**src/design/fetch_settings.svh**
```systemverilog
`ifndef FETCH_SETTINGS_SVH
`define FETCH_SETTINGS_SVH

// pc and memory address width
`define FETCH_ADDR_WIDTH 32

// direct mapped, 16 sets of 16 byte lines
`define LG_NUM_SETS 4
`define LG_LINE_BYTES 4
`define LINE_BITS 128

// tag is what remains above index and offset
`define TAG_BITS (`FETCH_ADDR_WIDTH - `LG_NUM_SETS - `LG_LINE_BYTES)

// eight entry instruction queue
`define LG_FQ_ENTRIES 3

// statistics counters
`define COUNTER_WIDTH 32

`endif

```
**src/design/fetch_core_pkg.sv**
```systemverilog
`include "fetch_settings.svh"

package fetch_core_pkg;

   typedef enum logic [2:0]
   {
      fs_initialize = 3'd0,
      fs_idle = 3'd1,
      fs_active = 3'd2,
      fs_reload_wait = 3'd3,
      fs_reload_turnaround = 3'd4,
      fs_flush = 3'd5,
      fs_wait_not_full = 3'd6
   } fetch_state_t;

   // one fetched word with its address
   typedef struct packed
   {
      logic [`FETCH_ADDR_WIDTH-1:0] pc;
      logic [31:0] data;
   } fetch_insn_t;

   // registered read of the cache arrays
   typedef struct packed
   {
      logic valid;
      logic [`TAG_BITS-1:0] tag;
      logic [`LINE_BITS-1:0] line;
   } cache_lookup_t;

endpackage

```
**src/design/fetch_mem_pkg.sv**
```systemverilog
`include "fetch_settings.svh"

package fetch_mem_pkg;

   // memory opcodes, the fetch side only issues word loads
   typedef enum logic [3:0]
   {
      mem_lb = 4'd0,
      mem_lh = 4'd1,
      mem_lw = 4'd2,
      mem_sb = 4'd3,
      mem_sh = 4'd4,
      mem_sw = 4'd5
   } mem_opcode_t;

   // line aligned reload request
   typedef struct packed
   {
      logic [`FETCH_ADDR_WIDTH-1:0] addr;
      mem_opcode_t opcode;
   } mem_req_t;

endpackage

```
**src/design/fetch_ctrl.sv**
```systemverilog
`timescale 1ns/1ps
`include "fetch_settings.svh"

module fetch_ctrl
(
   input  logic                          clk,
   input  logic                          reset,
   input  logic                          flush_req,
   output logic                          flush_complete,
   input  logic                          restart_valid,
   input  logic [`FETCH_ADDR_WIDTH-1:0]  restart_pc,
   output logic                          restart_ack,
   output logic [`LG_NUM_SETS-1:0]       rd_index,
   input  fetch_core_pkg::cache_lookup_t lookup,
   output logic                          clear_valid,
   output logic [`LG_NUM_SETS-1:0]       clear_index,
   output logic                          mem_req_valid,
   output fetch_mem_pkg::mem_req_t       mem_req,
   input  logic                          mem_rsp_valid,
   output logic                          fq_push,
   output fetch_core_pkg::fetch_insn_t   fq_insn,
   output logic                          fq_clear,
   input  logic                          fq_full,
   output logic [`COUNTER_WIDTH-1:0]     cache_accesses,
   output logic [`COUNTER_WIDTH-1:0]     cache_hits
);

   localparam int idx_lo = `LG_LINE_BYTES;
   localparam int idx_hi = `LG_LINE_BYTES + `LG_NUM_SETS;
   localparam int word_hi = `LG_LINE_BYTES - 1;
   localparam logic [`FETCH_ADDR_WIDTH-1:0] insn_bytes = 4;

   fetch_core_pkg::fetch_state_t r_state, n_state;
   fetch_mem_pkg::mem_req_t      r_mem_req, n_mem_req;

   // r_pc is the next lookup, r_cache_pc the one being compared
   logic [`FETCH_ADDR_WIDTH-1:0] r_pc, n_pc;
   logic [`FETCH_ADDR_WIDTH-1:0] r_cache_pc, n_cache_pc;
   logic [`FETCH_ADDR_WIDTH-1:0] r_miss_pc, n_miss_pc;
   logic [`LG_NUM_SETS-1:0]      r_cache_idx, t_cache_idx;
   logic                         r_req, n_req;
   logic                         r_restart_req, n_restart_req;
   logic                         r_flush_req, n_flush_req;
   logic                         r_restart_ack, n_restart_ack;
   logic                         r_flush_complete, n_flush_complete;
   logic                         r_mem_req_valid, n_mem_req_valid;
   logic [`COUNTER_WIDTH-1:0]    r_accesses, r_hits;
   logic                         t_hit, t_miss;
   logic                         t_take_flush, t_take_restart;
   logic [31:0]                  t_word;

   assign t_hit = r_req && lookup.valid &&
                  (lookup.tag == r_cache_pc[`FETCH_ADDR_WIDTH-1:idx_hi]);
   assign t_miss = r_req && !t_hit;
   assign t_word = lookup.line[{r_cache_pc[word_hi:2], 5'd0} +: 32];

   assign rd_index = t_cache_idx;
   assign clear_valid = (r_state == fetch_core_pkg::fs_flush);
   assign clear_index = r_cache_idx;
   assign mem_req_valid = r_mem_req_valid;
   assign mem_req = r_mem_req;
   assign fq_insn = '{pc: r_cache_pc, data: t_word};
   assign restart_ack = r_restart_ack;
   assign flush_complete = r_flush_complete;
   assign cache_accesses = r_accesses;
   assign cache_hits = r_hits;

   always_comb
   begin
      n_state = r_state;
      n_pc = r_pc;
      n_cache_pc = r_cache_pc;
      n_miss_pc = r_miss_pc;
      n_mem_req = r_mem_req;
      n_req = 1'b0;
      n_restart_req = r_restart_req | restart_valid;
      n_flush_req = r_flush_req | flush_req;
      n_restart_ack = 1'b0;
      n_flush_complete = 1'b0;
      n_mem_req_valid = 1'b0;
      t_cache_idx = '0;
      t_take_flush = 1'b0;
      t_take_restart = 1'b0;
      fq_push = 1'b0;
      fq_clear = 1'b0;
      case (r_state)
         fetch_core_pkg::fs_initialize:
            n_state = fetch_core_pkg::fs_flush;
         fetch_core_pkg::fs_idle:
            t_take_restart = n_restart_req;
         fetch_core_pkg::fs_active:
         begin
            // issue the next lookup, then act on the compare
            t_cache_idx = r_pc[idx_hi-1:idx_lo];
            n_cache_pc = r_pc;
            n_req = 1'b1;
            n_pc = r_pc + insn_bytes;
            if (n_flush_req)
               t_take_flush = 1'b1;
            else if (n_restart_req)
               t_take_restart = 1'b1;
            else if (t_miss)
            begin
               n_req = 1'b0;
               n_pc = r_pc;
               n_miss_pc = r_cache_pc;
               n_mem_req.addr = {r_cache_pc[`FETCH_ADDR_WIDTH-1:idx_lo], {idx_lo{1'b0}}};
               n_mem_req.opcode = fetch_mem_pkg::mem_lw;
               n_mem_req_valid = 1'b1;
               n_state = fetch_core_pkg::fs_reload_wait;
            end
            else if (t_hit && fq_full)
            begin
               // retry this pc once the queue drains
               n_req = 1'b0;
               n_pc = r_pc;
               n_miss_pc = r_cache_pc;
               n_state = fetch_core_pkg::fs_wait_not_full;
            end
            else if (t_hit)
               fq_push = 1'b1;
         end
         fetch_core_pkg::fs_reload_wait:
         begin
            if (mem_rsp_valid)
               n_state = fetch_core_pkg::fs_reload_turnaround;
         end
         fetch_core_pkg::fs_reload_turnaround, fetch_core_pkg::fs_wait_not_full:
         begin
            if (n_flush_req)
               t_take_flush = 1'b1;
            else if (n_restart_req)
               t_take_restart = 1'b1;
            else if (!fq_full)
            begin
               t_cache_idx = r_miss_pc[idx_hi-1:idx_lo];
               n_cache_pc = r_miss_pc;
               n_req = 1'b1;
               n_state = fetch_core_pkg::fs_active;
            end
         end
         fetch_core_pkg::fs_flush:
         begin
            // one set cleared per cycle
            t_cache_idx = r_cache_idx + 1'b1;
            if (&r_cache_idx)
            begin
               n_flush_complete = 1'b1;
               n_state = fetch_core_pkg::fs_idle;
            end
         end
         default:
            n_state = fetch_core_pkg::fs_idle;
      endcase

      if (t_take_flush)
      begin
         n_flush_req = 1'b0;
         n_req = 1'b0;
         fq_clear = 1'b1;
         t_cache_idx = '0;
         n_state = fetch_core_pkg::fs_flush;
      end
      else if (t_take_restart)
      begin
         n_restart_req = 1'b0;
         n_restart_ack = 1'b1;
         n_req = 1'b0;
         n_pc = restart_pc;
         fq_clear = 1'b1;
         n_state = fetch_core_pkg::fs_active;
      end
   end

   always_ff @(posedge clk)
   begin
      if (reset)
      begin
         r_state <= fetch_core_pkg::fs_initialize;
         r_cache_idx <= '0;
         r_req <= 1'b0;
         r_restart_req <= 1'b0;
         r_flush_req <= 1'b0;
         r_restart_ack <= 1'b0;
         r_flush_complete <= 1'b0;
         r_mem_req_valid <= 1'b0;
         r_accesses <= '0;
         r_hits <= '0;
      end
      else
      begin
         r_state <= n_state;
         r_cache_idx <= t_cache_idx;
         r_req <= n_req;
         r_restart_req <= n_restart_req;
         r_flush_req <= n_flush_req;
         r_restart_ack <= n_restart_ack;
         r_flush_complete <= n_flush_complete;
         r_mem_req_valid <= n_mem_req_valid;
         if (r_req)
            r_accesses <= r_accesses + 1'b1;
         if (t_hit)
            r_hits <= r_hits + 1'b1;
      end
   end

   always_ff @(posedge clk)
   begin
      r_pc <= n_pc;
      r_cache_pc <= n_cache_pc;
      r_miss_pc <= n_miss_pc;
      r_mem_req <= n_mem_req;
   end

endmodule

```
**src/design/fetch_queue.sv**
```systemverilog
`timescale 1ns/1ps
`include "fetch_settings.svh"

module fetch_queue
(
   input  logic                         clk,
   input  logic                         reset,
   input  logic                         push,
   input  fetch_core_pkg::fetch_insn_t  push_insn,
   input  logic                         clear,
   input  logic                         pop,
   output logic                         full,
   output fetch_core_pkg::fetch_insn_t  insn,
   output logic                         insn_valid
);

   localparam int num_entries = 1 << `LG_FQ_ENTRIES;

   fetch_core_pkg::fetch_insn_t entries [num_entries];

   // extra top bit tells full from empty
   logic [`LG_FQ_ENTRIES:0] head_ptr;
   logic [`LG_FQ_ENTRIES:0] tail_ptr;
   logic                    empty;
   logic                    do_push;
   logic                    do_pop;

   assign empty = (head_ptr == tail_ptr);
   assign full = (head_ptr[`LG_FQ_ENTRIES-1:0] == tail_ptr[`LG_FQ_ENTRIES-1:0]) &&
                 (head_ptr[`LG_FQ_ENTRIES] != tail_ptr[`LG_FQ_ENTRIES]);

   assign do_push = push && !full;
   assign do_pop = pop && !empty;

   assign insn = entries[head_ptr[`LG_FQ_ENTRIES-1:0]];
   assign insn_valid = !empty;

   always_ff @(posedge clk)
   begin
      if (reset)
      begin
         head_ptr <= '0;
         tail_ptr <= '0;
      end
      else if (clear)
      begin
         // clear drops pushes and pops of the same cycle
         head_ptr <= '0;
         tail_ptr <= '0;
      end
      else
      begin
         if (do_push)
            tail_ptr <= tail_ptr + 1'b1;
         if (do_pop)
            head_ptr <= head_ptr + 1'b1;
      end
   end

   always_ff @(posedge clk)
   begin
      if (do_push && !clear)
         entries[tail_ptr[`LG_FQ_ENTRIES-1:0]] <= push_insn;
   end

endmodule

```
**src/design/icache_arrays.sv**
```systemverilog
`timescale 1ns/1ps
`include "fetch_settings.svh"

module icache_arrays
(
   input  logic                           clk,
   input  logic [`LG_NUM_SETS-1:0]        rd_index,
   output fetch_core_pkg::cache_lookup_t  lookup,
   input  logic                           clear_valid,
   input  logic [`LG_NUM_SETS-1:0]        clear_index,
   input  logic                           mem_rsp_valid,
   input  logic [`FETCH_ADDR_WIDTH-1:0]   fill_addr,
   input  logic [`LINE_BITS-1:0]          mem_rsp_data
);

   localparam int num_sets = 1 << `LG_NUM_SETS;
   localparam int idx_lo = `LG_LINE_BYTES;
   localparam int idx_hi = `LG_LINE_BYTES + `LG_NUM_SETS;

   logic [num_sets-1:0]     valid_bits;
   logic [`TAG_BITS-1:0]    tag_mem [num_sets];
   logic [`LINE_BITS-1:0]   line_mem [num_sets];
   logic [`LG_NUM_SETS-1:0] fill_index;

   // set of the outstanding reload
   assign fill_index = fill_addr[idx_hi-1:idx_lo];

   // a reload never overlaps a flush walk
   always_ff @(posedge clk)
   begin
      if (mem_rsp_valid)
         valid_bits[fill_index] <= 1'b1;
      else if (clear_valid)
         valid_bits[clear_index] <= 1'b0;
   end

   always_ff @(posedge clk)
   begin
      if (mem_rsp_valid)
      begin
         tag_mem[fill_index] <= fill_addr[`FETCH_ADDR_WIDTH-1:idx_hi];
         line_mem[fill_index] <= mem_rsp_data;
      end
   end

   // synchronous read, old data on a same cycle write
   always_ff @(posedge clk)
   begin
      lookup.valid <= valid_bits[rd_index];
      lookup.tag <= tag_mem[rd_index];
      lookup.line <= line_mem[rd_index];
   end

endmodule

```
**src/design/l1i_fetch.sv**
```systemverilog
`timescale 1ns/1ps
`include "fetch_settings.svh"

module l1i_fetch
(
   input  logic                          clk,
   input  logic                          reset,
   input  logic                          flush_req,
   output logic                          flush_complete,
   input  logic                          restart_valid,
   input  logic [`FETCH_ADDR_WIDTH-1:0]  restart_pc,
   output logic                          restart_ack,
   output fetch_core_pkg::fetch_insn_t   insn,
   output logic                          insn_valid,
   input  logic                          insn_ack,
   output logic                          mem_req_valid,
   output fetch_mem_pkg::mem_req_t       mem_req,
   input  logic                          mem_rsp_valid,
   input  logic [`LINE_BITS-1:0]         mem_rsp_data,
   output logic [`COUNTER_WIDTH-1:0]     cache_accesses,
   output logic [`COUNTER_WIDTH-1:0]     cache_hits
);

   logic [`LG_NUM_SETS-1:0]       rd_index;
   fetch_core_pkg::cache_lookup_t lookup;
   logic                          clear_valid;
   logic [`LG_NUM_SETS-1:0]       clear_index;
   logic                          fq_push;
   fetch_core_pkg::fetch_insn_t   fq_insn;
   logic                          fq_clear;
   logic                          fq_full;

   fetch_ctrl i_ctrl
   (
      .clk            (clk),
      .reset          (reset),
      .flush_req      (flush_req),
      .flush_complete (flush_complete),
      .restart_valid  (restart_valid),
      .restart_pc     (restart_pc),
      .restart_ack    (restart_ack),
      .rd_index       (rd_index),
      .lookup         (lookup),
      .clear_valid    (clear_valid),
      .clear_index    (clear_index),
      .mem_req_valid  (mem_req_valid),
      .mem_req        (mem_req),
      .mem_rsp_valid  (mem_rsp_valid),
      .fq_push        (fq_push),
      .fq_insn        (fq_insn),
      .fq_clear       (fq_clear),
      .fq_full        (fq_full),
      .cache_accesses (cache_accesses),
      .cache_hits     (cache_hits)
   );

   // fills land at the set of the registered request
   icache_arrays i_arrays
   (
      .clk           (clk),
      .rd_index      (rd_index),
      .lookup        (lookup),
      .clear_valid   (clear_valid),
      .clear_index   (clear_index),
      .mem_rsp_valid (mem_rsp_valid),
      .fill_addr     (mem_req.addr),
      .mem_rsp_data  (mem_rsp_data)
   );

   fetch_queue i_queue
   (
      .clk        (clk),
      .reset      (reset),
      .push       (fq_push),
      .push_insn  (fq_insn),
      .clear      (fq_clear),
      .pop        (insn_ack),
      .full       (fq_full),
      .insn       (insn),
      .insn_valid (insn_valid)
   );

endmodule

```
**config.mk**
```make
export PLATFORM = sky130hd
export DESIGN_NAME = l1i_fetch
export DESIGN_NICKNAME = d
export VERILOG_FILES = /design/src/design/fetch_core_pkg.sv /design/src/design/fetch_mem_pkg.sv /design/src/design/fetch_ctrl.sv /design/src/design/fetch_queue.sv /design/src/design/icache_arrays.sv /design/src/design/l1i_fetch.sv
export VERILOG_INCLUDE_DIRS = /design/src /design/src/design
export SDC_FILE = /design/constraint.sdc
export NUM_CORES = 2
export LEC_CHECK = 0
export ABC_AREA = 1
export BUFFER_PORTS_ARGS = -buffer_cell sky130_fd_sc_hd__buf_2
export CORE_MARGIN = 2
export CORE_UTILIZATION = 45
export DETAILED_ROUTE_END_ITERATION = 8
export HOLD_SLACK_MARGIN = 0.12
export PLACE_DENSITY = 0.62
export SKIP_CTS_REPAIR_TIMING = 1
export SLEW_MARGIN = 20
export SYNTH_ARGS = -nofsm -noshare
export SYNTH_HDL_FRONTEND = slang
export SYNTH_SLANG_ARGS = --single-unit
```
**constraint.sdc**
```tcl
create_clock -name clk -period 8 [get_ports clk]
set_input_delay 0.4 -clock clk [delete_from_list [all_inputs] [get_ports clk]]
set_output_delay 0.4 -clock clk [all_outputs]
set_load 0.01 [all_outputs]
```
==> flow_metrics.tcl <==
set metrics [dict create \
    status "finished with violations" \
    violations "design-rule violations" \
    yosysTopAreaCell "edfxtp_1" \
    rsz0062_at_grt "no" \
    grt_overflow_total 0 \
    wirelength_mm 409 \
    tns_ns 0 \
    min_delay_worst_endpoint "i_ctrl.r_pc[20]" \
    grt_pass1_vias 90267 \
    layout-drive-gt1-share 0.0851 \
    h-tree-depth 5 \
    rows 204 \
    cap_violations 0 \
    hold_depth 4 \
    syn-instance-count 12102 \
    track_usage 0.253 \
    yosysMostFrequentCell "edfxtp_1" \
    layout.nets 12492 \
    cp_cell_sequence "nor2_8 -> inv_6 -> nand2_1 -> inv_2 -> nor2_8 -> inv_16 -> buf_12 -> buf_4 -> buf_4 -> nand3b_1 -> nand3_1 -> nand3_1 -> nand3_1 -> nand2_1" \
    port_buffers 325 \
    skew_ns 0.0638 \
    min_path_type "input port to register" \
    antenna_found_initial 74 \
    ys_seq_elements 3325 \
    ant_nets 0 \
    clk_pin_slew_ns 0.06 \
    wl_per_cell_um 24.4 \
    ctsRootBufferMaster "clkbuf_16" \
    worst-path-max-fanout 133 \
    dieHeight_um 560 \
    start_kind "register" \
    maxClockFrequency_mhz 194 \
    area_growth_pct 13.3 \
    power.density_nw_per_um2 295 \
    cts_buffer_depth 4 \
    clkLatencyLatePin_ns 0.95 \
    viasPerCell 5.65 \
    cp_common_cell "nand3_1" \
    io_pins 334 \
    drtIter0Drc 10811 \
    synth-seq-area-share 0.697 \
    r2r_setup_slack_ns 2.85 \
    synth-main-ff-cell "edfxtp_1" \
    drt_pass1_iterations 9 \
    slowest_stage "buf_4" \
    r2r_cells 14 \
    crit_required_ns 8.79 \
    gp_congestion 0.866 \
    tightest_slew_ns 1.25 \
    reg2reg_from "i_ctrl.r_state[2]" \
    p_leak_nw 58.9 \
    synthesis.area_um2 139000 \
    slew_violations 0 \
    grt_max_degree 204 \
    finalSetupViolations 0 \
    critPathKind "register to register" \
    die_area_um2 314000 \
    slowest_delay_ns 0.92 \
    power.total_mw 46.6 \
    dpl.hpwl_mm 210 \
    drc 1 \
    start_util 0.452 \
    core-area_um2 308000 \
    synth_cell_types 45 \
    netlist.area_leader.share 0.658 \
    finalWorstPathRequiredPeriod_ns 5.15 \
    arrival_ns 5.93 \
    cts_inserted_buffers 354 \
    min_period_over_period 0.643 \
    finalHoldViolations 0 \
    ys_warn_count 0 \
    numClockSinks 3325 \
    ys_async_sr_fraction 0 \
    synth_area_leaders "edfxtp_1 66%, nand3_1 7.5%, nand3b_1 5.8%" \
    r2r_end "i_arrays.lookup[63]" \
    avgSynthCellArea_um2 11.5 \
    cts_tree "done" \
    endpoint_kind "register" \
    hp-start "restart_pc[20]" \
    vias 94707 \
    netlist_top_cells_count "3,054 x edfxtp_1, 2,078 x nand3_1, 1,598 x nand2_1" \
    relSlewSlack 0.168 \
    synth-edff-count 3054 \
    peakVddDrop_v 0.000260 \
    fp.dieW_um 560 \
    grt_first_pass_wirelength_mm 597 \
]
## metal layers
| metal | track usage | vias up | routed length [um] |
|---|---|---|---|
| met5 | 0 | - | 271 |
| met1 | 0.345 | 46828 | 167000 |
| met4 | 0.0915 | 42 | 14100 |
| met2 | 0.406 | 4428 | 191000 |
| met3 | 0.0454 | 795 | 36600 |
| li1 | - | 42614 | - |
## power by group
part           switching (mW)  total, mW  leakage, nW  internal [mW]
combinational            7.03       9.25         23.3           2.22
sequential              0.838       21.0         29.8           20.1
clock                    6.86       16.4         5.66           9.53
## cells in the final DEF, fill, tap and decap left out, drive strengths merged, types with 166 or more instances in the layout
cell type    instances
buf                473
nand2             1602
inv               1271
clkbuf             487
o21ai              549
nand3b            1076
edfxtp            3054
dfxtp              271
nor2               994
dlygate4sd3        166
nand3             2078
## final cells by class
| type | instances | area, um2 |
|---|---|---|
| diodes | 25 | 62.6 |
| clock buffers | 487 | 9710 |
| clock inverters | 168 | 1920 |
| fillers | 26350 | 150000 |
| inverters | 1259 | 4800 |
| multi-input cells | 6738 | 34200 |
| flip-flops and latches | 3325 | 97100 |
| well taps | 4120 | 5150 |
| repair buffers | 639 | 4910 |
## how the worst max path moves through the flow
stage,start,endpoint,slack [ns],cells past startpoint
floorplan,mem_rsp_valid,i_arrays.line_mem[13][0],0.03,5
global placement,i_ctrl.r_state[2],i_arrays.lookup[124],3.19,12
detailed placement,i_ctrl.r_state[2],i_arrays.lookup[124],3.09,12
CTS,i_ctrl.r_state[2],i_arrays.lookup[61],3.08,12
global route,i_ctrl.r_state[2],i_arrays.lookup[61],2.62,12
finish,i_ctrl.r_state[2],i_arrays.lookup[63],2.85,14
## sequential cells by signal (all words and copies together) (netlist names), 16 cells and up, named ones only
register and flops:
i_ctrl.mem_req 28, i_arrays.lookup 153, i_ctrl.r_cache_pc 32, i_ctrl.cache_accesses 32, i_ctrl.r_pc 32, i_ctrl.cache_hits 32, i_arrays.valid_bits 16, i_ctrl.r_miss_pc 32
i_queue.entries 512, i_arrays.line_mem 2048, i_arrays.tag_mem 384
## worst max-delay path: cells and delay by family, from the launching register on
kind | cells | cell delay [ns]
buffers and inverters | 6 | 2.83
flip-flops | 1 | 0.60
AND/OR/NAND/NOR | 8 | 0.98
## logic make-up (layout without fill, tap and decap cells)
family / count (synthesis) / after routing / share of synthesized area
and+or+nand+nor: 5879 / 5879 / 0.208
other: 2 / 33 / 0.0000539
adders and majority gates: 9 / 9 / 0.000808
AOI/OAI and AO/OA: 805 / 805 / 0.0307
buffers and inverters: 2045 / 2553 / 0.0603
xor gates and xnor gates: 37 / 37 / 0.00233
DFF: 3325 / 3325 / 0.697
## per-stage QoR
| step | util | instances | instance area [um2] | hold slack [ns] | setup slack [ns] |
|---|---|---|---|---|---|
| global route | 0.512 | 16748 | 158000 | 0.214 | 2.62 |
| global placement | 0.468 | 15914 | 144000 | 0.451 | 3.19 |
| finish | 0.512 | 16761 | 158000 | 0.229 | 2.85 |
| floorplan | - | 12108 | 139000 | 0.478 | 0.0262 |
| CTS | 0.506 | 16570 | 156000 | -0.408 | 3.08 |
| detailed placement | 0.469 | 15915 | 144000 | 0.465 | 3.09 |
No activity file was read; power rests on OpenSTA's default activity.
